### config.mk
export PLATFORM = sky130hd
export DESIGN_NAME = reg_file
export DESIGN_NICKNAME = d
export VERILOG_FILES = /design/src/logic/rv_exec_pkg.sv /design/src/logic/reg_file.sv
export SDC_FILE = /design/constraint.sdc
export NUM_CORES = 2
export LEC_CHECK = 0
export ABC_AREA = 0
export BUFFER_PORTS_ARGS = -buffer_cell sky130_fd_sc_hd__buf_2
export CAP_MARGIN = 20
export CELL_PAD_IN_SITES_DETAIL_PLACEMENT = 1
export CELL_PAD_IN_SITES_GLOBAL_PLACEMENT = 1
export CORE_ASPECT_RATIO = 0.5
export CORE_MARGIN = 10
export CORE_UTILIZATION = 58
export CTS_CLUSTER_SIZE = 40
export DETAILED_ROUTE_END_ITERATION = 12
export PLACE_DENSITY_LB_ADDON = 0.15
export SYNTH_ARGS = -nofsm -noshare
export SYNTH_HDL_FRONTEND = slang
export SYNTH_SLANG_ARGS = --single-unit
### constraint.sdc
create_clock -name clk -period 7.26 [get_ports clk]
set_clock_uncertainty 0.1 [all_clocks]
set_input_delay 1.452 -clock clk [delete_from_list [all_inputs] [get_ports clk]]
set_output_delay 1.452 -clock clk [all_outputs]
set_load 0.01 [all_outputs]
### src/logic/rv_exec_pkg.sv
// RV64I types and encodings only; the 64-bit width and 32 registers are fixed by the ISA
`default_nettype none

package rv_exec_pkg;

	typedef logic [63:0] xlen_t;    // register and operand value
	typedef logic [31:0] instr_t;   // raw instruction word
	typedef logic [4:0]  reg_idx_t; // x0..x31
	typedef logic [10:0] alu_ctrl_t; // one-hot ALU operation select

	// one-hot bit positions in alu_ctrl_t
	localparam int unsigned ALU_ADD  = 0;
	localparam int unsigned ALU_SUB  = 1;
	localparam int unsigned ALU_SLT  = 2;
	localparam int unsigned ALU_SLTU = 3;
	localparam int unsigned ALU_AND  = 4;
	localparam int unsigned ALU_OR   = 5;
	localparam int unsigned ALU_XOR  = 6;
	localparam int unsigned ALU_SLL  = 7;
	localparam int unsigned ALU_SRL  = 8;
	localparam int unsigned ALU_SRA  = 9;
	localparam int unsigned ALU_LUI  = 10;

	// major opcodes, instr[6:0]
	localparam logic [6:0] OPC_OP     = 7'b0110011;
	localparam logic [6:0] OPC_OP_IMM = 7'b0010011;
	localparam logic [6:0] OPC_LUI    = 7'b0110111;

endpackage

`default_nettype wire

### src/logic/reg_file.sv
// 32 x 64 register file with combinational reads that see the old value during a write; x0 reads zero
`timescale 1ns/100ps
`default_nettype none

module reg_file
	import rv_exec_pkg::*;
(
	input  logic     clk,
	input  logic     arst_n,
	input  reg_idx_t rs1,
	input  reg_idx_t rs2,
	input  logic     wr_en,
	input  reg_idx_t wr_idx,
	input  xlen_t    wr_data,
	output xlen_t    rd_data1,
	output xlen_t    rd_data2
);

	xlen_t regs [1:31]; // no storage for x0

	// all registers clear to zero
	always_ff @(posedge clk or negedge arst_n) begin
		if (!arst_n) begin
			for (int i = 1; i < 32; i++)
				regs[i] <= '0;
		end else if (wr_en && wr_idx != '0) begin
			regs[wr_idx] <= wr_data;
		end
	end

	assign rd_data1 = (rs1 == '0) ? '0 : regs[rs1];
	assign rd_data2 = (rs2 == '0) ? '0 : regs[rs2];

	// top is expected to drop x0 writes before they get here
	a_no_x0_write: assert property (
		@(posedge clk) disable iff (!arst_n)
		wr_en |-> (wr_idx != '0)
	) else $error("register file write to x0");

endmodule

`default_nettype wire

## Word level (Yosys, flattened, before mapping)

Cells that the tools add are included.

| word-level totals | value |
|---|---|
| register bits | 1,984 |
| output and inout port bits | 128 |
| word-level logic and storage cells | 54 |

| cells by class | value |
|---|---|
| order comparisons | 4 |
| muxes and demuxes | 11 |
| bitwise gates (word level) | 3 |
| reductions and logical operators | 5 |

Operators by type and width:

| cell | number |
|---|---|
| $bwmux W1984 | 1 |
| $bmux W64 S5 | 2 |
| $mux W64 | 7 |
| $demux W64 S5 | 1 |
| $ge A6 B6 Y1 const B | 3 |
| $not A5 Y6 | 3 |
| $logic_not A5 Y1 | 2 |
| $lt A6 B1 Y1 const B | 1 |
| $reduce_bool A5 Y1 | 1 |
| $logic_and A1 B1 Y1 | 2 |

## Depth between registers and ports, before layout

| depth | value |
|---|---|
| depth after elaboration | 6 |
| depth in mapped cells | 10 |
| gate-level depth less buffers | 5 |

## Worst setup path before layout

Ideal clock, no wire load.

| timing path | value |
|---|---|
| path type | input-to-output |
| from | input rs2[1] |
| to | output rd_data2[5] |
| arrival time | 3,156 ps |
| required time | 5,708 ps |
| path slack | 2,552 ps |
| stages | 8 |
| buffers on the path | 4 |
| cell sequence | buf_2 buf_2 buf_2 buf_1 mux4_2 mux2_2 o211ai_1 o21ai_0 |

| on the way | value |
|---|---|
| longest elaborated chain between the ends | 5 |
| elaborated cells between the ends (all ways) | 6 |

RTL lines:

| what | line | RTL |
|---|---|---|
| from (decl) | reg_file.sv:11 | `input reg_idx_t rs2,` |
| $not A5 Y6 (implied by the code) | reg_file.sv:32 | `assign rd_data2 = (rs2 == '0) ? '0 : regs[rs2];` |
| $bmux W64 S5 | reg_file.sv:32 |  |
| $mux W64 (implied by the code) (2 in a row) | reg_file.sv:32 |  |
| $mux W64 (*) | reg_file.sv:32 |  |
| to (decl) | reg_file.sv:16 | `output xlen_t rd_data2` |

Mark *: on every way between the ends. The rest lies on a longest branch, timed or not. The select of a mux whose other input is x is not followed.

## Final worst setup path

| timing path | value |
|---|---|
| from | input rs2[1] |
| to | output rd_data2[49] |

The elaborated chain is that of the path after synthesis.

==> results.md <==
* Post-Synthesis Cells at between 7000 and 8000
* Design Power at roughly 0.033 W
* Number of global-route vias before repair at roughly 80000
* Input/output buffers at 209
* Total internal power at 0.02324 W
* Main synth FF type: sky130_fd_sc_hd__dfrtp_1
* Most flops, register: regs
* Count of hold buffers inserted by post-cts repair at 0
* Final hold violations at 0
* Max-Slew Margin vs Limit at around 18%
* Detail-routed net length per standard cell at ~38 um
* Leading cell type by number of instances after synthesis: sky130_fd_sc_hd__mux2_2
* Fin nets at roughly 7300
* Tightest Pin Transition at about 1.2 ns
* Total Routed Length at roughly 370 mm
* Total clock buffers created by CTS at roughly 190
* Share of layout cells above drive strength 1 at 50.00%
* Result of the run: finished clean
* Pins over their slew limit at 0
* Detailed-placement wirelength estimate at approximately 210 mm
* Endpoints failing setup at 0
* Ranking of synthesized cells by area: sky130_fd_sc_hd__dfrtp_1 (47%), sky130_fd_sc_hd__mux2_2 (23%), sky130_fd_sc_hd__mux4_2 (16%), sky130_fd_sc_hd__mux2i_1 (4.3%), sky130_fd_sc_hd__clkbuf_1 (1.6%)
* Type of element capturing the critical path: output pin
* Max cap viols at 0
* Ratio of routed vias to standard cells at ~7.4
* Met1 track utilization from global routing at 48.57%
* Min setup slack post-route at roughly 1.2 ns
* Clk network pwr share at between 30% and 40%
* First-pass GRT wire length at roughly 550 mm
* Core region area at roughly 0.18 mm^2
* Sequential share of power at 46.0%
* Die H at about 320 um
* Share of total power in combinational logic at between 20% and 30%
* Overflow left after global routing at 0
* Chip width at around 630 um
* Net Switching at approximately 0.0094 W
* Register area share after synthesis at between 40% and 50%
* Share of the synthesized area in the top cell type at a little under half
* DP Worst Slack at between 1 and 1.5 ns
* Unrepaired setup endpoints after global routing: false
* Clock root cell: sky130_fd_sc_hd__clkbuf_16
* Final routed DRC violation total at 0
* Mean instance size in the synthesized netlist at 14.32 um^2
* Largest net degree at the start of global routing at 178
* Net count of the mapped netlist at approximately 7500
* Met2 track utilization from global routing at a little under three fifths
* Overall global routing resource usage at 36.51%
* Sw Share at approximately 29%
* Crit path arrival time at 4.48 ns
* Leading registers by flop count: regs x1984
* Detailed-router iteration count before antenna repair at 6
* Peak VDD IR at around 0.19 mV
* Flip-flop and latch count after synthesis at a little under 2000
* Fmax at between 0.15 and 0.2 GHz
* Async S/R FF share, synth at between 90% and 100%
* Antenna violations before repair at 28
* Critical path class: in -> out
* Starting density of the core at about three fifths
* Buffers inserted by post-CTS timing repair at 0
* DR vias at around 73000
* Count of unique library cells instantiated by Yosys at 44
* DRC violation total after the first TritonRoute iteration at around 8000
* Total number of placement rows at ~110
* Synthesis warning total at 0
* Routability congestion estimate from global placement at roughly 0.83
* Met3 demand-to-capacity share in global routing at 8.250%
* Worst EP required at approximately 5.7 ns
* Startpoint kind of the worst setup timing path: input pin
* Netlist Area Pre-Place at 0.1067 mm^2
* Clock edge transition at the registers on the reported setup and hold paths at approximately 0.060 ns
* Worst-Skew Late Latency at approximately 0.84 ns
* CTS tree: yes
* Share of the clock period used by the worst path after layout at 83.13%
* Htree depth at 4
* Cell type contributing the most total cell area after synthesis: sky130_fd_sc_hd__dfrtp_1
* Maximum fanout along the worst path at 36
* P per Cell Area at 281.0 mW/mm^2
* I/O pin count at 210
* Buffer depth of the longest clock path at 4
* Worst min-delay path class: reg -> reg
* Leak pwr at between 50 and 60 nW
* Most frequent cells after synthesis: sky130_fd_sc_hd__mux2_2 (2178), sky130_fd_sc_hd__dfrtp_1 (1984), sky130_fd_sc_hd__mux4_2 (748), sky130_fd_sc_hd__mux2i_1 (458), sky130_fd_sc_hd__clkbuf_1 (446)
* Fillcell total at 16350
* Die ar. at around 0.20 mm^2
* Area growth from synthesis to layout at 8.990%
* GRT busiest layer: met2
* Accumulated negative setup slack at 0 ns
* Count of clock tree sinks at 1984
* Final ANT Viol Nets at 0
* Largest register FFs at 1984
* Post-cts repair resize count at 0
* Min Tclk post-route at between 6 and 7 ns
* Number of flops mapped to enable cells by yosys at 0
==> per-layer routing <==
layer	routed length [um]	vias up
met5	61	-
met1	147000	39710
met3	33650	1089
li1	-	28010
met2	173900	3891
met4	19300	10
==> layout by cell type (no fill, tap or decap), types with 50 or more instances in the layout <==
cell	instances
sky130_fd_sc_hd__nor2b_1	111
sky130_fd_sc_hd__clkbuf_16	191
sky130_fd_sc_hd__nor3_1	88
sky130_fd_sc_hd__o21ai_0	105
sky130_fd_sc_hd__a221oi_1	119
sky130_fd_sc_hd__nand2_1	239
sky130_fd_sc_hd__a22oi_1	75
sky130_fd_sc_hd__a21oi_1	121
sky130_fd_sc_hd__clkbuf_8	50
sky130_fd_sc_hd__mux2_2	2178
sky130_fd_sc_hd__nor2_1	87
sky130_fd_sc_hd__mux2i_1	458
sky130_fd_sc_hd__buf_2	199
sky130_fd_sc_hd__mux4_2	748
sky130_fd_sc_hd__o211ai_1	79
sky130_fd_sc_hd__buf_4	128
sky130_fd_sc_hd__a31oi_1	68
sky130_fd_sc_hd__dfrtp_1	1984
sky130_fd_sc_hd__buf_12	63
==> final cells by class <==
cell class	count	area, um^2	area share, %
Multi-Input combinational cell	4662	53740	46.23
Sequential cell	1984	49650	42.71
Clock buffer	267	5555	4.779
Timing Repair Buffer	401	3403	2.927
Tap cell	2429	3039	2.614
Clock inverter	59	810.8	0.6974
Antenna cell	20	50.05	0.04305
Inverter	1	6.256	0.005381
==> power by group through the flow <==
stage               clock network (W)  logic (W)  registers, W
finish                         0.0105    0.00709        0.0150
global route                   0.0111    0.00755        0.0152
CTS                            0.0106    0.00707        0.0149
detailed placement                  0    0.00698        0.0151
global placement                    0    0.00663        0.0147
floorplan                           0    0.00522        0.0144
==> through the flow <==
step / util [%] / hold slack [ns] / instances / cell area (um^2)
after floorplan: - / 0.3906 / 7449 / 106700
after global placement: 59.96 / 0.3985 / 9474 / 109800
after detailed placement: 59.98 / 0.4111 / 9475 / 109800
after CTS: 63.46 / 0.4263 / 9801 / 116200
after global routing: 63.50 / 0.4395 / 9818 / 116200
final: 63.51 / 0.4284 / 9823 / 116300
==> kinds of logic after synthesis <==
group / count (synthesis) / share of synthesized area [%]
buffers and inverters: 803 / 3.370
and+or+nand+nor: 620 / 2.691
AOI/OAI and AO/OA: 651 / 4.212
muxes: 3391 / 43.18
DFF: 1984 / 46.55
==> worst max-delay path: stages <==
cell	delay [ns]
sky130_fd_sc_hd__buf_8	0.40
sky130_fd_sc_hd__nor2b_4	0.30
sky130_fd_sc_hd__buf_4	0.67
sky130_fd_sc_hd__a221oi_1	0.26
sky130_fd_sc_hd__nor3_1	0.27
sky130_fd_sc_hd__a31oi_1	0.09
sky130_fd_sc_hd__o21ai_0	0.70
sky130_fd_sc_hd__buf_2	0.28
==> path summary, 6_finish.rpt <==
kind                            startpoint           end  slack, ns  depth (start not counted)
min in group asynchronous           arst_n     regs[488]       0.45                          1
worst min register to register    regs[64]      regs[64]       0.43                          1
worst max-delay path                rs2[1]  rd_data2[49]       1.23                          8
worst max register to register  regs[1049]    regs[1049]       6.27                          1
worst min-delay path              regs[64]      regs[64]       0.43                          1
max in group asynchronous           arst_n     regs[343]       4.57                          3
Power figures use the tool's default switching activity.
