<file path="src/logic/rv_exec_pkg.sv">
// RV64I types and encodings only; the 64-bit width and 32 registers are fixed by the ISA
`default_nettype none

package rv_exec_pkg;

	typedef logic [63:0] xlen_t;    // register and operand value
	typedef logic [31:0] instr_t;   // raw instruction word
	typedef logic [4:0]  reg_idx_t; // x0..x31
	typedef logic [10:0] alu_ctrl_t; // one-hot ALU operation select

	// one-hot bit positions in alu_ctrl_t
	localparam int unsigned ALU_ADD  = 0;
	localparam int unsigned ALU_SUB  = 1;
	localparam int unsigned ALU_SLT  = 2;
	localparam int unsigned ALU_SLTU = 3;
	localparam int unsigned ALU_AND  = 4;
	localparam int unsigned ALU_OR   = 5;
	localparam int unsigned ALU_XOR  = 6;
	localparam int unsigned ALU_SLL  = 7;
	localparam int unsigned ALU_SRL  = 8;
	localparam int unsigned ALU_SRA  = 9;
	localparam int unsigned ALU_LUI  = 10;

	// major opcodes, instr[6:0]
	localparam logic [6:0] OPC_OP     = 7'b0110011;
	localparam logic [6:0] OPC_OP_IMM = 7'b0010011;
	localparam logic [6:0] OPC_LUI    = 7'b0110111;

endpackage

`default_nettype wire

</file>
<file path="src/logic/instr_decoder.sv">
// covers OP, OP-IMM and LUI only; anything else comes out illegal with no write and zero ALU control
`timescale 1ns/100ps
`default_nettype none

module instr_decoder
	import rv_exec_pkg::*;
(
	input  instr_t    instr,
	output reg_idx_t  rs1,
	output reg_idx_t  rs2,
	output reg_idx_t  rd,
	output xlen_t     imm,
	output logic      use_imm,
	output logic      reg_write,
	output logic      illegal,
	output alu_ctrl_t alu_ctrl
);

	logic [6:0] opcode;
	logic [2:0] funct3;
	logic [6:0] funct7;
	logic [5:0] funct6;

	assign opcode = instr[6:0];
	assign funct3 = instr[14:12];
	assign funct7 = instr[31:25];
	assign funct6 = instr[31:26]; // RV64 shift-immediates use a 6-bit shamt

	assign rd = instr[11:7];

	always_comb begin
		rs1       = '0;
		rs2       = '0;
		imm       = '0;
		use_imm   = 1'b0;
		reg_write = 1'b1;
		illegal   = 1'b0;
		alu_ctrl  = '0;
		case (opcode)
			OPC_OP: begin
				rs1 = instr[19:15];
				rs2 = instr[24:20];
				if (funct7 == 7'b0000000) begin
					case (funct3)
						3'b000: alu_ctrl[ALU_ADD]  = 1'b1;
						3'b001: alu_ctrl[ALU_SLL]  = 1'b1;
						3'b010: alu_ctrl[ALU_SLT]  = 1'b1;
						3'b011: alu_ctrl[ALU_SLTU] = 1'b1;
						3'b100: alu_ctrl[ALU_XOR]  = 1'b1;
						3'b101: alu_ctrl[ALU_SRL]  = 1'b1;
						3'b110: alu_ctrl[ALU_OR]   = 1'b1;
						default: alu_ctrl[ALU_AND] = 1'b1;
					endcase
				end else if (funct7 == 7'b0100000 && funct3 == 3'b000) begin
					alu_ctrl[ALU_SUB] = 1'b1;
				end else if (funct7 == 7'b0100000 && funct3 == 3'b101) begin
					alu_ctrl[ALU_SRA] = 1'b1;
				end else begin
					illegal = 1'b1;
				end
			end
			OPC_OP_IMM: begin
				rs1     = instr[19:15];
				use_imm = 1'b1;
				imm     = {{52{instr[31]}}, instr[31:20]}; // sign-extended I immediate
				case (funct3)
					3'b000: alu_ctrl[ALU_ADD]  = 1'b1;
					3'b010: alu_ctrl[ALU_SLT]  = 1'b1;
					3'b011: alu_ctrl[ALU_SLTU] = 1'b1;
					3'b100: alu_ctrl[ALU_XOR]  = 1'b1;
					3'b110: alu_ctrl[ALU_OR]   = 1'b1;
					3'b111: alu_ctrl[ALU_AND]  = 1'b1;
					3'b001: begin
						imm = {58'b0, instr[25:20]}; // shamt only
						if (funct6 == 6'b000000)
							alu_ctrl[ALU_SLL] = 1'b1;
						else
							illegal = 1'b1;
					end
					default: begin // 3'b101, SRLI or SRAI
						imm = {58'b0, instr[25:20]};
						if (funct6 == 6'b000000)
							alu_ctrl[ALU_SRL] = 1'b1;
						else if (funct6 == 6'b010000)
							alu_ctrl[ALU_SRA] = 1'b1;
						else
							illegal = 1'b1;
					end
				endcase
			end
			OPC_LUI: begin
				use_imm = 1'b1;
				imm     = {32'b0, instr}; // ALU picks bits 31:12
				alu_ctrl[ALU_LUI] = 1'b1;
			end
			default: illegal = 1'b1;
		endcase
		if (illegal) begin
			rs1       = '0;
			rs2       = '0;
			imm       = '0;
			use_imm   = 1'b0;
			reg_write = 1'b0;
			alu_ctrl  = '0;
		end
	end

endmodule

`default_nettype wire

</file>
<file path="config.mk">
export PLATFORM = sky130hd
export DESIGN_NAME = instr_decoder
export DESIGN_NICKNAME = d
export VERILOG_FILES = /design/src/logic/rv_exec_pkg.sv /design/src/logic/instr_decoder.sv
export SDC_FILE = /design/constraint.sdc
export NUM_CORES = 1
export LEC_CHECK = 0
export BUFFER_PORTS_ARGS = -buffer_cell sky130_fd_sc_hd__buf_2
export CAP_MARGIN = 20
export CELL_PAD_IN_SITES_DETAIL_PLACEMENT = 0
export CELL_PAD_IN_SITES_GLOBAL_PLACEMENT = 2
export CORE_MARGIN = 1
export CORE_UTILIZATION = 14
export DETAILED_ROUTE_END_ITERATION = 7
export PLACE_DENSITY = 0.85
export SLEW_MARGIN = 20
export SYNTH_ARGS = -nofsm -noshare
export SYNTH_HDL_FRONTEND = slang
export SYNTH_SLANG_ARGS = --single-unit
</file>
<file path="constraint.sdc">
create_clock -name vclk -period 3.2
set_clock_uncertainty 0.05 [all_clocks]
set_input_delay 0.48 -clock vclk [all_inputs]
set_output_delay 0.48 -clock vclk [all_outputs]
set_load 0.01 [all_outputs]
</file>
## Yosys cells after proc, flatten, opt, wreduce, memory -nomap -nowiden

Index checks and enable logic that the tools add are counted.

| storage, ports and cells | value |
|---|---|
| flip-flop bits (word level) | 0 |
| output and inout port bits | 93 |

| operators by class | value |
|---|---|
| equal/unequal tests | 12 |
| multiplexer cells | 44 |
| reductions and logical operators | 10 |

Operators by type and width:

| kind | number |
|---|---|
| $mux W64 | 2 |
| $pmux W64 S2 | 1 |
| $mux W1 | 30 |
| $eq A7 B6 Y1 const B | 3 |
| $mux W5 | 4 |
| $pmux W8 S2 | 1 |
| $reduce_or A7 Y1 | 2 |
| $eq A3 B3 Y1 const B | 4 |
| $mux W11 | 1 |
| $eq A7 B5 Y1 const B | 1 |
| $logic_not A7 Y1 | 1 |
| $mux W7 | 1 |
| $eq A3 B2 Y1 const B | 2 |
| $eq A6 B5 Y1 const B | 1 |
| $logic_not A6 Y1 | 1 |
| $reduce_or A6 Y1 | 1 |
| $pmux W1 S2 | 2 |
| $reduce_or A2 Y1 | 2 |
| $eq A3 B1 Y1 const B | 1 |
| $logic_not A3 Y1 | 1 |
| $pmux W1 S3 | 1 |
| $logic_and A1 B1 Y1 | 2 |
| $mux W2 | 1 |

## Depth between registers and ports, before layout

Gate-level depths: netlist of run 1.

| depth | value |
|---|---|
| depth in word-level cells | 7 |
| gate-level depth with buffers | 6 |
| mapped depth without buffers | 4 |

## Worst setup path before layout of run 1

Ideal clock, no wire load.

| timing | value |
|---|---|
| path type | in2out |
| start | in instr[12] |
| end | out imm[33] |
| arrival time | 2126 ps |
| data required time | 2670 ps |
| setup slack | 544 ps |
| cell stages on the path | 6 |
| buffers on the path | 3 |
| path through | buf_6 -> and2b_2 -> nor4_2 -> and2_1 -> buf_2 -> buf_4 |

| between the ends | value |
|---|---|
| longest elaborated chain between the ends | 7 |
| elaborated cells on any way between the ends | 19 |
| classes of those cells | 7 x eq/ne; 8 x mux; 4 x reduce/logical |

Ends and longest elaborated chain:

| item | RTL line | source |
|---|---|---|
| start, declared | instr_decoder.sv:8 | `input instr_t instr,` |
| $eq A3 B3 Y1 | instr_decoder.sv:56 | `end else if (funct7 == 7'b0100000 && funct3 == 3'b101) begin` |
| $logic_and A1 B1 Y1 | instr_decoder.sv:56 |  |
| $mux W1 | instr_decoder.sv:56 |  |
| $mux W1 | instr_decoder.sv:54 | `end else if (funct7 == 7'b0100000 && funct3 == 3'b000) begin` |
| $mux W1 | instr_decoder.sv:43 | `if (funct7 == 7'b0000000) begin` |
| $pmux W1 S3 | instr_decoder.sv:39 | `case (opcode)` |
| $mux W64 * | instr_decoder.sv:98 | `if (illegal) begin` |
| end, declared | instr_decoder.sv:12 | `output xlen_t imm,` |

Mark *: on every way between the ends. The rest lies on a longest branch, timed or not.

## Worst setup path in the final report of run 1

| timing | value |
|---|---|
| start | in instr[26] |
| end | out rs2[3] |

| between the ends | value |
|---|---|
| longest elaborated chain between the ends | 7 |
| elaborated cells on any way between the ends | 15 |
| classes of those cells | 2 x eq/ne; 9 x mux; 4 x reduce/logical |

Ends and longest elaborated chain:

| item | RTL line | source |
|---|---|---|
| $eq A7 B6 Y1 | instr_decoder.sv:54, instr_decoder.sv:56 |  |
| $logic_and A1 B1 Y1 | instr_decoder.sv:56 |  |
| $mux W1 | instr_decoder.sv:56 |  |
| $mux W1 | instr_decoder.sv:54 |  |
| $mux W1 | instr_decoder.sv:43 |  |
| $pmux W1 S3 * | instr_decoder.sv:39 |  |
| $mux W5 * | instr_decoder.sv:98 |  |
| end, declared | instr_decoder.sv:10 | `output reg_idx_t rs2,` |

Marks and branches as above.

==> results of run 1 <==
-- layout by cell type (no fill, tap or decap), drive strengths merged --
cell and n:
buf 129, a21o 25, and2 8, o21a 7, nand2 7, nor3 5
nor4 5, a22o 4, nor2 3, and3 2, and2b 2, or3 2
nor4b 2, or2 2, nand4b 1, xor2 1, o21ai 1, or4 1
o31a 1, a311oi 1, a311o 1, a2111oi 1, o41ai 1
-- layout make-up --
class / instances / area, um^2
Fill cell: 754 / 5020
Timing Repair Buffer: 129 / 668
Multi-Input combinational cell: 83 / 602
Tap cell: 77 / 96.3
-- per-layer routing --
| metal | vias up | global-route usage | wire length (um) |
|---|---|---|---|
| li1 | 592 | - | - |
| met1 | 537 | 0.103 | 1410 |
| met2 | 56 | 0.171 | 1670 |
| met3 | 0 | 0.00791 | 207 |
| met4 | 0 | 0 | 0 |
| met5 | - | 0 | 0 |
-- cell usage after synthesis (all sizes together) --
cell and number:
buf 43, a21o 25, and2 8, nand2 7, o21a 7, nor3 5, nor4 5, a22o 4
clkbuf 3, nor2 3, and2b 2, and3 2, nor4b 2, or2 2, or3 2, a2111oi 1
a311o 1, a311oi 1, nand4b 1, o21ai 1, o31a 1, o41ai 1, or4 1, xor2 1
-- worst paths after layout --
kind,start,to,slack [ps],cells past startpoint
worst max-delay path,instr[26],rs2[3],400,6
worst min-delay path,instr[7],rd[0],1110,2
-- report_power, final --
group	switching, uW	internal, uW	leakage (uW)
Clock	0	0	0
Combinational	34.6	27.8	0.00106
Sequential	0	0	0
-- per-stage QoR --
stage	std cells	utilization	power, uW	instance area, um^2
detailed placement	289	0.214	62.7	1370
global route	289	0.214	68.8	1370
floorplan	129	-	30.8	931
finish	289	0.214	62.4	1370
CTS	289	0.214	62.9	1370
global placement	289	0.214	62.5	1370
-- logic make-up after synthesis --
group	Yosys count	synth area share
buffers and inverters	46	0.353
AOI/OAI and AO/OA	42	0.352
and+or+nand+nor	40	0.285
xor gates and xnor gates	1	0.00941
==> flow_metrics.env, run 1 <==
export IMPL_status="finished clean"
export IMPL_first_iter_violations=26
export IMPL_nClkBuffers=0
export IMPL_postCtsSetupBuffers=0
export IMPL_cp_slowest_cell="or4_4"
export IMPL_row_count=29
export IMPL_critPathKind="input pin to primary output"
export IMPL_cp_common_cell="buf_2"
export IMPL_synth_cells=129
export IMPL_num_antenna_cells=0
export IMPL_die_y_um=83.5
export IMPL_crit_fanout=10
export IMPL_finalHoldViolCount=0
export IMPL_worstPathArrival_ps=2270
export IMPL_drv_slew=0
export IMPL_grt_pass1_vias=1025
export IMPL_yosysWarnings=0
export IMPL_vias=1185
export IMPL_vdd_ir_drop_max_uv=14.0
export IMPL_hp_class="input pin to primary output"
export IMPL_area_sequential_um2=0
export IMPL_finalSetupTns_ps=0
export IMPL_synth_area_um2=931
export IMPL_yosysTopAreaCellShare=0.290
export IMPL_startpoint_type="input pin"
export IMPL_cpPeakStageDelay_ps=580
export IMPL_relSlewSlack=0.719
export IMPL_grtUsageTotal=0.0853
export IMPL_core_area_um2=6390
export IMPL_grt_max_degree=47
export IMPL_route_detailed_drc=0
export IMPL_timing_fmax_mhz=357
export IMPL_layout_drive_gt1_share=0.656
export IMPL_critPathCaptureType="primary output"
export IMPL_synthDistinctLibCells=32
export IMPL_pre_cts_ws_ps=379
export IMPL_io_buffers=125
export IMPL_cts_hold_buf=0
export IMPL_crit_chain="buf_2 > or4_4 > nor4b_2 > and3_1 > and2_1 > buf_2"
export IMPL_fin_hold_ws_ps=1110
export IMPL_postRouteAntennaNets=0
export IMPL_cts_resized=0
export IMPL_area_delta_synth_final_pct=46.8
export IMPL_finalSetupViolCount=0
export IMPL_max_cap_viol_count=0
export IMPL_cp_required_ps=2670
export IMPL_ys_seq_area_frac=0
export IMPL_p_leak_uw=0.00106
export IMPL_first_pass_iters=4
export IMPL_period_share=0.875
export IMPL_n_sequential_cell=0
export IMPL_antenna_found_initial=0
export IMPL_wl_per_cell_um=11.4
export IMPL_synth_area_leaders="buf_4 29%, a21o_1 19%, o21a_1 5.6%"
export IMPL_synthesis_nets=161
export IMPL_die_area_um2=6980
export IMPL_io_pins=125
export IMPL_die_w_um=83.5
export IMPL_start_util=0.146
export IMPL_layout_nets=246
export IMPL_routed_wl_mm=3.29
export IMPL_min_period_ps=2800
export IMPL_rsz0062_at_grt="false"
export IMPL_worstMarginPinSlew_ps=411
export IMPL_avgSynthCellArea_um2=7.22
export IMPL_place_gp_congestion=0.778
export IMPL_grt_pass1_wl_mm=5.00
export IMPL_cp_top_family="simple AND/OR/NAND/NOR gates"
export IMPL_viasPerCell=4.10
export IMPL_crit_buf_inv=2
export IMPL_fin_ws_ps=399
export IMPL_dpl_hpwl_mm=2.61
export IMPL_grt_ovfl_total=0
export IMPL_power_density_nw_per_um2=45.7
export IMPL_netlist_top_cell_by_area="buf_4"
(Power assumes the default switching activity.)
==> run 2: changes to the inputs <==
CORE_ASPECT_RATIO = 0.8   (was default)
==> run 2 against run 1 <==
- power increased by 0.16%
- via count fell by 1.8%
- fmax shrank 1.0%
- routed wire length is essentially flat
- sequential share of layout area stayed put
- final cell count grew 3.1%
- design area grew 0.82%
- first-iteration DRC count unchanged
- setup slack lost 30 ps
- largest power group unchanged
==> flow_metrics.env, run 2 (synthesis results as in run 1) <==
export IMPL_first_iter_violations=26
export IMPL_cp_common_cell="buf_2"
export IMPL_routed_wl_mm=3.29
export IMPL_io_pins=125
export IMPL_worstPathArrival_ps=2300
export IMPL_p_total_uw=62.5
export IMPL_finalSetupViolCount=0
export IMPL_fill_cells=731
export IMPL_postRouteAntennaNets=0
export IMPL_antenna_found_initial=0
export IMPL_layout_drive_gt1_share=0.659
export IMPL_relSlewSlack=0.729
export IMPL_hold_path_depth=2
export IMPL_cp_slowest_cell="or4_4"
export IMPL_area_sequential_um2=0
export IMPL_rsz0062_at_grt="false"
export IMPL_critPathLaunch="instr[26]"
export IMPL_dpl_hpwl_mm=2.68
export IMPL_die_w_um=93.2
export IMPL_finalSetupTns_ps=0
export IMPL_layout_nets=248
export IMPL_grt_pass1_vias=916
export IMPL_vias=1164
export IMPL_final_common_cell="buf_2"
export IMPL_p_leak_uw=0.00106
export IMPL_critPathCaptureType="primary output"
export IMPL_startpoint_type="input pin"
export IMPL_grtUsageTotal=0.0815
export IMPL_area_delta_synth_final_pct=48.0
export IMPL_finalHoldViolCount=0
export IMPL_n_sequential_cell=0
export IMPL_core_area_um2=6410
export IMPL_cts_hold_buf=0
export IMPL_period_share=0.885
export IMPL_max_cap_viol_count=0
export IMPL_io_buffers=125
export IMPL_route_detailed_drc=0
export IMPL_cp_required_ps=2670
export IMPL_timing_fmax_mhz=353
export IMPL_worstMarginPinSlew_ps=406
export IMPL_first_pass_iters=4
export IMPL_hold_start="instr[7]"
export IMPL_cts_resized=0
export IMPL_start_util=0.145
export IMPL_min_period_ps=2830
export IMPL_critPathKind="input pin to primary output"
export IMPL_grt_max_degree=41
export IMPL_row_count=26
export IMPL_die_y_um=74.9
export IMPL_drv_slew=0
export IMPL_postCtsSetupBuffers=0
export IMPL_final_cell_mix="125 x buf_2, 24 x a21o_1, 7 x o21a_1, 7 x and2_1, 7 x nand2_1"
export IMPL_whs_endpoint="rd[0]"
export IMPL_multiInputGateArea_um2=602
export IMPL_wl_per_cell_um=11.0
export IMPL_crit_fanout=10
export IMPL_num_antenna_cells=0
export IMPL_hp_class="input pin to primary output"
export IMPL_crit_chain="buf_2 > or4_4 > nor4b_2 > and3_1 > and2_1 > buf_2"
export IMPL_status="finished clean"
export IMPL_nClkBuffers=0
export IMPL_viasPerCell=3.91
export IMPL_grt_pass1_wl_mm=4.63
export IMPL_place_gp_congestion=0.767
export IMPL_power_density_nw_per_um2=45.4
export IMPL_vdd_ir_drop_max_uv=14.3
export IMPL_cpPeakStageDelay_ps=570
export IMPL_grt_ovfl_total=0
export IMPL_die_area_um2=6980
[run 2: stage by stage]
| step | utilization | worst slack (ps) | area, um^2 | cells | hold slack [ps] |
|---|---|---|---|---|---|
| 2_1_floorplan | - | 544 | 931 | 129 | 964 |
| 3_3_place_gp | 0.215 | 371 | 1380 | 298 | 1110 |
| 6_report | 0.215 | 369 | 1380 | 298 | 1110 |
| 4_1_cts | 0.215 | 340 | 1380 | 298 | 1110 |
| 5_1_grt | 0.215 | 234 | 1380 | 298 | 1120 |
| 3_5_place_dp | 0.215 | 344 | 1380 | 298 | 1110 |
[run 2: worst max-delay path by stage]
| stage | endpoint | slack [ps] | depth (start not counted) |
|---|---|---|---|
| after floorplan | imm[33] | 540 | 6 |
| after global placement | rs2[2] | 370 | 6 |
| after detailed placement | rs2[2] | 340 | 6 |
| after CTS | rs2[2] | 340 | 6 |
| after global routing | rs2[0] | 230 | 6 |
| final | rs2[3] | 370 | 6 |
[run 2: report_power, final]
part           switching (uW)  leakage [uW]  internal, uW
clock network               0             0             0
logic                    34.6       0.00106          27.9
registers                   0             0             0
total                    34.6       0.00106          27.9
[run 2: area by class of cell]
class / count / share of cell area
multi-input combinational: 83 / 0.437
tap: 84 / 0.0763
timing repair buffer: 131 / 0.487
[run 2: critical path: cells and delay by family]
| family | cells | cell delay, ps |
|---|---|---|
| and+or+nand+nor | 4 | 1570 |
| buffers and inverters | 2 | 240 |
[run 2: per-layer routing]
layer,wire (um),share of wire,global-route usage
met3,209,0.064,0.00202
met5,0,0,0
met4,0,0,0
met1,1510,0.46,0.113
met2,1570,0.48,0.151
