`src/logic/rv_exec_pkg.sv`:
```
// RV64I types and encodings only; the 64-bit width and 32 registers are fixed by the ISA
`default_nettype none

package rv_exec_pkg;

	typedef logic [63:0] xlen_t;    // register and operand value
	typedef logic [31:0] instr_t;   // raw instruction word
	typedef logic [4:0]  reg_idx_t; // x0..x31
	typedef logic [10:0] alu_ctrl_t; // one-hot ALU operation select

	// one-hot bit positions in alu_ctrl_t
	localparam int unsigned ALU_ADD  = 0;
	localparam int unsigned ALU_SUB  = 1;
	localparam int unsigned ALU_SLT  = 2;
	localparam int unsigned ALU_SLTU = 3;
	localparam int unsigned ALU_AND  = 4;
	localparam int unsigned ALU_OR   = 5;
	localparam int unsigned ALU_XOR  = 6;
	localparam int unsigned ALU_SLL  = 7;
	localparam int unsigned ALU_SRL  = 8;
	localparam int unsigned ALU_SRA  = 9;
	localparam int unsigned ALU_LUI  = 10;

	// major opcodes, instr[6:0]
	localparam logic [6:0] OPC_OP     = 7'b0110011;
	localparam logic [6:0] OPC_OP_IMM = 7'b0010011;
	localparam logic [6:0] OPC_LUI    = 7'b0110111;

endpackage

`default_nettype wire

```
`src/logic/operand_stage.sv`:
```
// issue register; forwarding is applied on the registered operands, only from the one result register
`timescale 1ns/100ps
`default_nettype none

module operand_stage
	import rv_exec_pkg::*;
(
	input  logic      clk,
	input  logic      arst_n,
	input  logic      instr_valid,
	input  reg_idx_t  rs1,
	input  reg_idx_t  rs2,
	input  reg_idx_t  rd,
	input  xlen_t     rf_data1,
	input  xlen_t     rf_data2,
	input  xlen_t     imm,
	input  logic      use_imm,
	input  logic      reg_write,
	input  logic      illegal,
	input  alu_ctrl_t alu_ctrl,
	input  logic      fwd_en,
	input  reg_idx_t  fwd_idx,
	input  xlen_t     fwd_data,
	output logic      ex_valid,
	output xlen_t     src1,
	output xlen_t     src2,
	output alu_ctrl_t ex_alu_ctrl,
	output reg_idx_t  ex_rd,
	output logic      ex_reg_write,
	output logic      ex_illegal
);

	reg_idx_t ex_rs1;
	reg_idx_t ex_rs2;
	xlen_t    ex_rf1;
	xlen_t    ex_rf2;
	xlen_t    ex_imm;
	logic     ex_use_imm;
	logic     hit1;
	logic     hit2;

	always_ff @(posedge clk or negedge arst_n) begin
		if (!arst_n) begin
			ex_valid     <= 1'b0;
			ex_reg_write <= 1'b0;
			ex_illegal   <= 1'b0;
			ex_alu_ctrl  <= '0;
		end else begin
			ex_valid <= instr_valid;
			if (instr_valid) begin
				ex_reg_write <= reg_write;
				ex_illegal   <= illegal;
				ex_alu_ctrl  <= alu_ctrl;
			end
		end
	end

	// operand payload
	always_ff @(posedge clk) begin
		if (instr_valid) begin
			ex_rs1     <= rs1;
			ex_rs2     <= rs2;
			ex_rf1     <= rf_data1;
			ex_rf2     <= rf_data2;
			ex_imm     <= imm;
			ex_use_imm <= use_imm;
			ex_rd      <= rd;
		end
	end

	// rf data was read before the producer's write landed
	assign hit1 = fwd_en && (fwd_idx == ex_rs1);
	assign hit2 = fwd_en && (fwd_idx == ex_rs2);

	assign src1 = hit1 ? fwd_data : ex_rf1;
	assign src2 = ex_use_imm ? ex_imm
		: hit2 ? fwd_data : ex_rf2;

	a_ctrl_onehot: assert property (
		@(posedge clk) disable iff (!arst_n)
		ex_valid |-> $onehot0(ex_alu_ctrl)
	) else $error("ALU control not one-hot in execute");

endmodule

`default_nettype wire

```
`config.mk`:
```
export PLATFORM = sky130hd
export DESIGN_NAME = operand_stage
export DESIGN_NICKNAME = d
export VERILOG_FILES = /design/src/logic/rv_exec_pkg.sv /design/src/logic/operand_stage.sv
export SDC_FILE = /design/constraint.sdc
export NUM_CORES = 1
export LEC_CHECK = 0
export ABC_AREA = 0
export BUFFER_PORTS_ARGS = -buffer_cell sky130_fd_sc_hd__buf_2
export CORE_AREA = 2 2 174 176
export CTS_BUF_LIST = sky130_fd_sc_hd__clkbuf_4 sky130_fd_sc_hd__clkbuf_8
export DETAILED_ROUTE_END_ITERATION = 8
export DIE_AREA = 0 0 176 178
export HOLD_SLACK_MARGIN = 0.05
export PLACE_DENSITY = 0.71
export SLEW_MARGIN = 5
export SYNTH_ARGS = -nofsm -noshare
export SYNTH_HDL_FRONTEND = slang
export SYNTH_SLANG_ARGS = --single-unit
```
`constraint.sdc`:
```
create_clock -name clk -period 1.5 [get_ports clk]
set_input_delay 0.075 -clock clk [delete_from_list [all_inputs] [get_ports clk]]
set_output_delay 0.075 -clock clk [all_outputs]
set_load 0.02 [all_outputs]
```
* Word-level counts from Yosys, hierarchy flattened
Index checks and enable logic that the tools add are counted.
** Operators by class
- Equal/unequal tests :: 2
- Muxes and demuxes :: 3
- Reduce and logical (&&, ||, !) cells :: 2
** Operators by type and width (count)
- $mux 64 :: 3
- $eq 5x5->1 :: 2
- $logic_and 1x1->1 :: 2
** Word-level totals
- Flip-flop bits (word level) :: 222
- Output and inout bits :: 147
- Word-level logic and storage cells :: 18

* Logic depth before layout (Yosys ltp)
Gate-level depths: netlist of run 1.
- Depth in word-level cells :: 4
- Mapped depth :: 6

* Worst setup path after synthesis of run 1
No wires, ideal clock.
- Path kind :: register to output
- Start :: register ex_rs1[3]
- End :: output src1[10]
- Arrival :: 1608 ps
- Path slack :: -183 ps
- Cell stages (with the launch flop) :: 7
- Path through :: edfxtp_1 xor2_1 nor4_1 and3_1 buf_4 buf_6 mux2_2
** Between the ends
- Word-level cells in the longest chain between the ends :: 3
** Ends and longest elaborated chain
- start, declared :: RTL line operand_stage.sv:33 : reg_idx_t ex_rs1;
- start signal, assigned :: RTL line operand_stage.sv:61 : ex_rs1 <= rs1;
- $eq 5x5->1 :: RTL line operand_stage.sv:72 : assign hit1 = fwd_en && (fwd_idx == ex_rs1);
- $logic_and 1x1->1 :: RTL line operand_stage.sv:72
- $mux 64 :: RTL line operand_stage.sv:75 : assign src1 = hit1 ? fwd_data : ex_rf1;
- end, declared :: RTL line operand_stage.sv:25 : output xlen_t src1,
No other way between the ends.

* Final worst setup path of run 1
- Start :: register ex_rs2[1]
- End :: output src2[28]
** Between the ends
- Word-level cells in the longest chain between the ends :: 4
** Ends and longest elaborated chain
- start, declared :: RTL line operand_stage.sv:34 : reg_idx_t ex_rs2;
- start signal, assigned :: RTL line operand_stage.sv:62 : ex_rs2 <= rs2;
- $eq 5x5->1 :: RTL line operand_stage.sv:73 : assign hit2 = fwd_en && (fwd_idx == ex_rs2);
- $logic_and 1x1->1 :: RTL line operand_stage.sv:73
- $mux 64 :: RTL line operand_stage.sv:77 : : hit2 ? fwd_data : ex_rf2;
- $mux 64 :: RTL line operand_stage.sv:76 : assign src2 = ex_use_imm ? ex_imm
- end, declared :: RTL line operand_stage.sv:26 : output xlen_t src2,
No other way between the ends.

==> reports/qor.yml, run 1 <==
status:
  status: "complete, but fails checks"
  violations: "negative setup slack"
floorplanning:
  coreArea_sq_um: 29400
  die_w_um: 176
  num_rows: 63
  die-height_um: 178
  start_util_pct: 32.25
  dieArea_sq_um: 31330
  io_pins: 441
yosys:
  synth_top_area_share_pct: 65.87
  synth_seq_cells: 222
  syn-instance-count: 463
  seq_area_frac_synth_pct: 69.56
  ys_warn_count: 0
  synth_fp_nets: 757
  yosysUniqueCellTypes: 14
  yosys-top-cells-area: "edfxtp_1 (66%), mux2_2 (17%), mux2_4 (9.5%)"
  synth_top_cell_by_area: "edfxtp_1"
  avgSynthCellArea_sq_um: 20.48
  syn_area_sq_um: 9483
clocking:
  htree_levels: 2
  path_clk_slew_ns: 0.06
  cts-root-buf: "clkbuf_8"
  cts.sinks: 222
  clock_latency_ns: 0.51
  cts_buffer_depth: 3
  cts_made_buffers: 38
  cts_tree: "yes"
final_layout:
  fin_util_pct: 55.76
  layout.cells.non_filler: 1600
  final_common_cell: "buf_2"
  syn_to_final_growth_pct: 72.90
  drive_gt1_share_pct: 61.67
  fin_nets: 1481
  final_cell_mix: "buf_2 (343), dlygate4sd3_1 (224), edfxtp_1 (208), mux2_4 (124), buf_6 (99)"
sta:
  finalCriticalPeriod_ns: 2.510
  rsz0062_at_grt: "yes"
  post-route-period-util_pct: 167.4
  hold_ws_ns: 0.2620
  finalHoldViolations: 0
  clock_skew_ns: 0
  report.final.slew_viol_count: 0
  tightest_slew_ns: 0.7921
  clock.fmax_ghz: 0.3984
  setup-violations-final: 128
  finalWorstSetupSlack_ns: -1.010
  relSlewSlack_pct: 47.02
routing:
  vias_per_cell: 4.613
  drt_iter0_markers: 332
  drcViolationCount: 0
  dr.pass1.iters: 4
  wl_mm: 32.30
  ant_nets: 0
  vias: 7380
  wire_per_inst_um: 20.19
worst_setup_path:
  cp_data_arrival_time_ns: 2.44
  cp-end-kind: "output pin"
  start_kind: "register"
  worstPathMaxFanout: 32
  reg2reg_slack_ns: 0.69
  required_ns: 1.42
  path_class: "register to output pin"
grt:
  grt_usage_pct: 18.43
  grt_util_met1_pct: 20.68
  gr-usage-met2_pct: 33.96
  grt_pass1_wl_mm: 44.03
  grt_max_degree: 52
  busiest_layer: "met2"
  antenna_found_initial: 4
  grt_pass1_vias: 8065
  grt-ovfl-total: 0
  grtUsageMet3_pct: 4.305
placement:
  io_buffers: 440
  place_hpwl_mm: 18.59
  gp_congestion: 0.7531
  post-place-ws_ns: -0.4564
  place_inst: 1297
pwr:
  cellLeakagePower_nw: 7.150
  ir_drop_v: 0.0008037
  powerDensity_nw_per_um2: 1005
job:
  maxCapViolations: 0
worst_hold_path:
  hold_path.class: "primary input to register"
cell usage after synthesis:
library cell  number
mux2_2           145
dfrtp_1           14
nor4_1             2
and3_1             1
buf_12             6
nand4b_1           1
buf_1              7
mux2_4            60
buf_4              1
edfxtp_1         208
xnor2_1            2
xor2_1             8
buf_2              1
buf_6              7
per-stage QoR:
step           instance area, sq um  TNS, ns  total power, W
2_1_floorplan                  9734   -16.39        0.009030
3_3_place_gp                  12470   -47.59         0.01013
3_5_place_dp                  12470   -51.04         0.01018
4_1_cts                       15830  -123.04         0.01620
5_1_grt                       16400  -134.59         0.01706
6_report                      16400  -116.82         0.01647
where the power goes:
group          switching [W]  total [W]  internal (W)  leakage (nW)
sequential          0.000167    0.00750       0.00733          2.20
combinational        0.00152    0.00355       0.00202          4.56
clock                0.00241    0.00543       0.00301         0.387
final cells by class:
cell class,instances,area [sq um]
sequential,222,6596
timing repair buffer,706,5680
multi-input combinational,219,2900
antenna,2,5.005
clock inverter,13,108.9
tap,390,488.0
fill,2155,13010
clock buffer,48,616.8
sequential cells by signal, summed over array words and instances (netlist names):
name and flops:
ex_imm 64, ex_rf1 64, ex_rf2 64, ex_alu_ctrl 11, ex_rd 5, ex_rs1 5, ex_rs2 5, ex_illegal 1
ex_reg_write 1, ex_use_imm 1, ex_valid 1
cell families (layout without fill, tap and decap cells):
family	after synthesis	count (layout)	share of synthesized area (%)
other	0	2	0
AND/OR/NAND/NOR	4	4	0.2903
buffers and inverters	22	767	2.507
flip-flops	222	222	69.56
XOR/XNOR	10	10	0.9237
multiplexers	205	205	26.72
worst max-delay path: stages, from the launching register on:
cell and delay, ns:
edfxtp_1 0.38, xor2_1 0.16, nor4_1 0.26, nand4b_1 0.15, buf_6 0.16, buf_12 0.16, mux2_4 0.38, buf_2 0.16
what timing repair did:
action                                  in CTS  in global routing
gates resized for setup                     72                142
gates cloned                                 4                  6
setup buffers                                4                  5
hold buffers                               224                  0
pin swaps                                    0                  2
endpoints found under the setup margin     128                128
endpoints found under the hold margin      245                  0
worst paths after layout:
| path | startpoint | end | cells after the start |
|---|---|---|---|
| worst max-delay path | ex_rs2[1] | src2[28] | 7 |
| worst min-delay path | rf_data2[46] | ex_rf2[46] | 2 |
| worst max register to register | ex_alu_ctrl[6] | ex_alu_ctrl[6] | 1 |
| worst min register to register | ex_alu_ctrl[10] | ex_alu_ctrl[10] | 1 |
| max in group asynchronous | arst_n | ex_illegal | 3 |
| min in group asynchronous | arst_n | ex_alu_ctrl[4] | 3 |
layer usage:
| metal | up-vias | wire, um |
|---|---|---|
| li1 | 3272 | - |
| met2 | 426 | 16740 |
| met4 | 4 | 1005 |
| met3 | 80 | 2320 |
| met1 | 3598 | 12200 |
| met5 | - | 27 |
Power figures use the tool's default switching activity.
==> run 2: changes to the inputs <==
--- a/config.mk
+++ b/config.mk
@@ -13,6 +13,7 @@
 export DIE_AREA = 0 0 176 178
 export HOLD_SLACK_MARGIN = 0.05
 export PLACE_DENSITY = 0.71
+export RECOVER_POWER = 25
 export SLEW_MARGIN = 5
 export SYNTH_ARGS = -nofsm -noshare
 export SYNTH_HDL_FRONTEND = slang
==> run 2 against run 1 <==
Effect of this change: clock power about the same; via count about the same; register-to-register slack is essentially flat; critical endpoint unchanged; design area about the same; global-route usage is the same; largest power group unchanged; total power hardly changed; combinational power about the same; hold slack did not move; core utilization about the same; the run still ends with negative setup slack left; sequential power is essentially flat; first-iteration DRC count unchanged.
==> reports/qor.yml, run 2 (synthesis results as in run 1) <==
clocking:
  path_clk_slew_ns: 0.06  # about the same
  cts-root-buf: "clkbuf_8"  # unchanged
  cts_tree: "yes"  # unchanged
  cts_made_buffers: 38  # unchanged
  cts_buffer_depth: 3  # unchanged
  cts.sinks: 222  # unchanged
  htree_levels: 2  # unchanged
  clock_latency_ns: 0.51  # about the same
grt:
  grt_max_degree: 52  # unchanged
  grt-ovfl-total: 0  # unchanged
  grt_usage_pct: 18.43  # unchanged
  antenna_found_initial: 4  # unchanged
  grt_pass1_wl_mm: 44.03  # unchanged
  grt_pass1_vias: 8065  # unchanged
worst_setup_path:
  rr_worst_depth: 1  # unchanged
  start_kind: "register"  # unchanged
  crit_start: "ex_rs2[1]"  # unchanged
  cp_data_arrival_time_ns: 2.44  # about the same
  reg2reg_slack_ns: 0.69  # about the same
  r2r-start: "ex_alu_ctrl[6]"  # unchanged
  path_class: "register to output pin"  # unchanged
  required_ns: 1.42  # about the same
  cp-end-kind: "output pin"  # unchanged
  rr_endpoint: "ex_alu_ctrl[6]"  # unchanged
  worstPathMaxFanout: 32  # unchanged
  crit_end: "src2[28]"  # unchanged
routing:
  wire_per_inst_um: 20.19  # about the same
  vias: 7381  # was 7380
  drcViolationCount: 0  # unchanged
  vias_per_cell: 4.613  # about the same
  routed-wl-met2_mm: 16.74  # about the same
  wl_mm: 32.31  # was 32.30 mm
  highest_layer: "met5"  # unchanged
  dr_wl_met3_mm: 2.321  # was 2.320 mm
  ant_nets: 0  # unchanged
  wl_met1_mm: 12.21  # was 12.20 mm
  drt_iter0_markers: 332  # unchanged
  dr.pass1.iters: 4  # unchanged
final_layout:
  final_cell_mix: "buf_2 (342), dlygate4sd3_1 (224), edfxtp_1 (208), mux2_4 (124), buf_6 (99)"  # was buf_2 (343), dlygate4sd3_1 (224), edfxtp_1 (208), mux2_4 (124), buf_6 (99)
  fin_util_pct: 55.76  # about the same
  syn_to_final_growth_pct: 72.89  # was 72.90%
  fin_nets: 1481  # unchanged
  final_common_cell: "buf_2"  # unchanged
  drive_gt1_share_pct: 61.59  # was 61.67%
  stdcell_area_sq_um: 16390  # was 16400 sq um
  reg_top3: "ex_imm (64), ex_rf1 (64), ex_rf2 (64)"  # unchanged
floorplanning:
  start_util_pct: 32.25  # unchanged
  io_pins: 441  # unchanged
  dieArea_sq_um: 31330  # unchanged
  num_rows: 63  # unchanged
  coreArea_sq_um: 29400  # unchanged
  die_w_um: 176  # unchanged
  die-height_um: 178  # unchanged
sta:
  post-route-period-util_pct: 167.4  # about the same
  relSlewSlack_pct: 47.02  # unchanged
  clock_skew_ns: 0  # unchanged
  setup-violations-final: 128  # unchanged
  finalCriticalPeriod_ns: 2.510  # about the same
  finalWorstSetupSlack_ns: -1.010  # about the same
  rsz0062_at_grt: "yes"  # unchanged
  tightest_slew_ns: 0.7921  # unchanged
  finalHoldViolations: 0  # unchanged
  clock.fmax_ghz: 0.3984  # about the same
  hold_ws_ns: 0.2620  # unchanged
  report.final.slew_viol_count: 0  # unchanged
pwr:
  powerDensity_nw_per_um2: 1005  # about the same
  ir_drop_v: 0.0008037  # about the same
  cellLeakagePower_nw: 7.148  # was 7.150 nW
placement:
  post-place-ws_ns: -0.4564  # unchanged
  place_hpwl_mm: 18.59  # unchanged
  io_buffers: 440  # unchanged
  placed_area_sq_um: 12470  # unchanged
  gp_congestion: 0.7531  # unchanged
worst_hold_path:
  hold_path.class: "primary input to register"  # unchanged
status:
  status: "complete, but fails checks"  # unchanged
  violations: "negative setup slack"  # unchanged
job:
  maxCapViolations: 0  # unchanged
run 2: changes by cell type in the layout (fill, tap and decap cells not counted), sizes merged:
cell	delta
buf	-1
clkbuf	+1
run 2: area by class of cell:
class                   count  area (sq um)
clock inverters            13         108.9
flip-flops and latches    222          6596
repair buffers            706          5679
diodes                      2         5.005
well taps                 390         488.0
fillers                  2156         13010
clock buffers              48         616.8
multi-input cells         219          2900
run 2: worst min-delay path by stage:
| stage | startpoint | endpoint | slack [ns] | cells after the start |
|---|---|---|---|---|
| after floorplan | arst_n | ex_alu_ctrl[0] | -0.22 | 0 |
| after global placement | arst_n | ex_reg_write | -0.0007 | 1 |
| after detailed placement | arst_n | ex_reg_write | 0.006 | 1 |
| after CTS | imm[50] | ex_imm[50] | 0.22 | 2 |
| after global routing | rf_data2[39] | ex_rf2[39] | 0.23 | 2 |
| final | rf_data2[46] | ex_rf2[46] | 0.26 | 2 |
run 2: timing repair:
| action | CTS | global route |
|---|---|---|
| pin swaps | 0 | 2 |
| gates resized for setup | 72 | 142 |
| buffers inserted | 4 | 5 |
| endpoints found under the hold margin | 245 | 0 |
| gates cloned | 4 | 6 |
| setup endpoints to repair | 128 | 128 |
| hold buffers | 224 | 0 |
run 2: routing by layer:
layer	GRT usage (%)	vias to the layer above
li1	-	3272
met1	20.68	3599
met2	33.96	426
met3	4.305	80
met4	7.025	4
met5	0	-
run 2: metrics by stage:
step | cells | total power (W) | TNS (ns)
4_1_cts | 1590 | 0.01620 | -123.04
2_1_floorplan | 463 | 0.009030 | -16.39
5_1_grt | 1600 | 0.01706 | -134.59
3_3_place_gp | 1297 | 0.01013 | -47.59
3_5_place_dp | 1297 | 0.01018 | -51.04
6_report | 1600 | 0.01647 | -116.82
run 2: critical path, stage by stage (launching register included):
cell	delay, ns
edfxtp_1	0.38
xor2_1	0.16
nor4_1	0.26
nand4b_1	0.15
buf_6	0.16
buf_12	0.16
mux2_4	0.38
buf_2	0.16
run 2: power breakdown:
part	total [W]	switching (W)	internal [W]
clock	0.00543	0.00242	0.00301
sequential	0.00750	0.000167	0.00733
combinational	0.00355	0.00152	0.00202
total	0.0165	0.00411	0.0124
==> run 3: changes to the inputs <==
--- a/config.mk
+++ b/config.mk
@@ -7,10 +7,11 @@
 export LEC_CHECK = 0
 export ABC_AREA = 0
 export BUFFER_PORTS_ARGS = -buffer_cell sky130_fd_sc_hd__buf_2
-export CORE_AREA = 2 2 174 176
+export CORE_AREA = 2 2 170 172
 export CTS_BUF_LIST = sky130_fd_sc_hd__clkbuf_4 sky130_fd_sc_hd__clkbuf_8
 export DETAILED_ROUTE_END_ITERATION = 8
-export DIE_AREA = 0 0 176 178
+export DIE_AREA = 0 0 172 174
+export GPL_ROUTABILITY_DRIVEN = 0
 export HOLD_SLACK_MARGIN = 0.05
 export PLACE_DENSITY = 0.71
 export RECOVER_POWER = 25
==> constraint.sdc (replaced) <==
create_clock -name clk -period 3.1 [get_ports clk]
set_input_delay 0.155 -clock clk [delete_from_list [all_inputs] [get_ports clk]]
set_output_delay 0.155 -clock clk [all_outputs]
set_load 0.01 [all_outputs]
==> run 3 against run 2 <==
Effect of this change: the flow now finishes without violations; sequential cell count unchanged; die area decreased by 4.5%; worst setup slack improved by 1.2 ns; via count decreased by 5.6%; first-iteration DRC count decreased by 14%; final cell count decreased by 2.0%; combinational power decreased by 64%; total power decreased by 54%; wire length decreased by 10%; sequential power decreased by 52%; core utilization decreased by 2.4 points; critical endpoint is now src1[62].
==> reports/qor.yml, run 3 (synthesis results as in run 1) <==
clocking:
  path_clk_slew_ns: 0.06  # about the same
  htree_levels: 2  # unchanged
  cts_tree: "yes"  # unchanged
  cts_resized: 0  # was 72
  clock_latency_ns: 0.51  # about the same
  cts_buffer_depth: 3  # unchanged
  cts.sinks: 222  # unchanged
  cts_made_buffers: 39  # was 38
  cts-root-buf: "clkbuf_8"  # unchanged
floorplanning:
  io_pins: 441  # unchanged
  coreArea_sq_um: 28240  # was 29400 sq um
  start_util_pct: 33.58  # was 32.25%
  die-height_um: 174  # was 178 um
  die_w_um: 172  # was 176 um
  dieArea_sq_um: 29930  # was 31330 sq um
  num_rows: 62  # was 63
routing:
  dr.pass1.iters: 4  # unchanged
  ant_nets: 0  # unchanged
  wl_mm: 28.93  # was 32.31 mm
  vias_per_cell: 4.443  # was 4.613
  vias: 6966  # was 7381
  wire_per_inst_um: 18.45  # was 20.19 um
  drcViolationCount: 0  # unchanged
  drt_iter0_markers: 285  # was 332
placement:
  io_buffers: 440  # unchanged
  place_hpwl_mm: 18.00  # was 18.59 mm
  placed_area_sq_um: 12060  # was 12470 sq um
pwr:
  powerDensity_nw_per_um2: 504.4  # was 1005 nW/um^2
  cellLeakagePower_nw: 6.490  # was 7.148 nW
  ir_drop_v: 0.0004007  # was 0.0008037 V
final_layout:
  final_cell_mix: "buf_2 (434), dlygate4sd3_1 (223), edfxtp_1 (208), mux2_2 (145), mux2_4 (60)"  # was buf_2 (342), dlygate4sd3_1 (224), edfxtp_1 (208), mux2_4 (124), buf_6 (99)
  fillers: 2317  # was 2156
  syn_to_final_growth_pct: 58.87  # was 72.89%
  reg_top3: "ex_imm (64), ex_rf1 (64), ex_rf2 (64)"  # unchanged
  drive_gt1_share_pct: 59.90  # was 61.59%
  final_common_cell: "buf_2"  # unchanged
  stdcell_area_sq_um: 15070  # was 16390 sq um
  fin_nets: 1448  # was 1481
worst_setup_path:
  path_class: "register to output pin"  # unchanged
  path_buf_inv: 2  # was 3
  start_kind: "register"  # unchanged
  crit_start: "ex_rs1[3]"  # was ex_rs2[1]
  worstPathMaxFanout: 40  # was 32
  cpLargestDelayFamily: "simple AND/OR/NAND/NOR gates"  # was buffers and inverters
  cp_data_arrival_time_ns: 2.72  # was 2.44 ns
  slowest_delay_ns: 0.52  # was 0.38 ns
  cp-end-kind: "output pin"  # unchanged
  r2r-start: "ex_alu_ctrl[10]"  # was ex_alu_ctrl[6]
  required_ns: 2.94  # was 1.42 ns
  slowest_stage: "and3_4"  # was edfxtp_1
  path_cells: "xor2_1 -> nor4_1 -> and3_4 -> buf_12 -> mux2_2 -> buf_2"  # was xor2_1 -> nor4_1 -> nand4b_1 -> buf_6 -> buf_12 -> mux2_4 -> buf_2
grt:
  grt_pass1_vias: 7848  # was 8065
  grt_max_degree: 103  # was 52
  grt_usage_pct: 18.36  # was 18.43%
  antenna_found_initial: 2  # was 4
  grt-ovfl-total: 0  # unchanged
  grt_pass1_wl_mm: 41.79  # was 44.03 mm
sta:
  finalHoldViolations: 0  # unchanged
  report.final.slew_viol_count: 0  # unchanged
  clock_skew_ns: 0  # unchanged
  tightest_slew_ns: 0.8658  # was 0.7921 ns
  rsz0062_at_grt: "no"  # was yes
  setup-violations-final: 0  # was 128
  post-route-period-util_pct: 92.77
  clock.fmax_ghz: 0.3477
  setup_tns_ns: 0  # was -116.82 ns
  finalCriticalPeriod_ns: 2.876
  relSlewSlack_pct: 42.28  # was 47.02%
worst_hold_path:
  hold_path.class: "primary input to register"  # unchanged
  hp-start: "rf_data1[11]"  # was rf_data2[46]
job:
  maxCapViolations: 0  # unchanged
status:
  status: "finished clean"  # was complete, but fails checks
[run 3: cell count changes in the layout (fill, tap and decap cells not counted), sizes merged]
cell         delta
buf            -32
clkinv          +6
clkbuf          +1
dlygate4sd3     -1
[run 3: worst paths after layout]
| kind | to | slack, ns | cells past startpoint |
|---|---|---|---|
| setup / recovery | src1[62] | 0.22 | 6 |
| hold / removal | ex_rf1[11] | 0.34 | 2 |
| setup reg to reg | ex_alu_ctrl[10] | 2.27 | 1 |
| hold reg to reg | ex_illegal | 0.50 | 1 |
| max in group asynchronous | ex_illegal | 1.94 | 3 |
| min in group asynchronous | ex_alu_ctrl[7] | 0.74 | 3 |
[run 3: what timing repair did]
item | CTS | global route
setup buffers | 0 | 0
hold buffers | 223 | 0
hold endpoints to repair | 235 | 0
[run 3: stage by stage]
| step | worst slack, ns | hold WS [ns] | instances | utilization (%) | total power (W) |
|---|---|---|---|---|---|
| floorplan | 1.368 | -0.1406 | 463 | - | 0.004162 |
| global placement | 0.8088 | 0.06508 | 1274 | 42.71 | 0.004678 |
| detailed placement | 0.7617 | 0.06206 | 1274 | 42.71 | 0.004706 |
| CTS | 0.1884 | 0.2980 | 1566 | 53.36 | 0.007664 |
| global route | 0.07242 | 0.3018 | 1568 | 53.35 | 0.007938 |
| finish | 0.2241 | 0.3425 | 1568 | 53.35 | 0.007598 |
[run 3: per-layer routing]
layer	routed length, um	part of all wire (%)	vias up	global-route usage [%]
met1	10800	37	3345	19.22
met4	1040	3.6	0	8.158
met5	0	0	-	0
met2	14850	51	344	33.50
met3	2234	7.7	65	5.578
li1	-	-	3212	-
[run 3: where the power goes]
group / switching [W] / internal (W) / total, W
registers: 0.0000740 / 0.00355 / 0.00362
clock network: 0.00118 / 0.00152 / 0.00270
logic: 0.000524 / 0.000752 / 0.00128
[run 3: cell type report]
cell class	instances	area [sq um]	area share, %
Antenna cell	2	5.005	0.03322
Multi-Input combinational cell	219	2654	17.61
Clock inverter	19	131.4	0.8720
Timing Repair Buffer	672	4554	30.23
Tap cell	384	480.5	3.189
Sequential cell	222	6596	43.78
Clock buffer	50	644.4	4.277
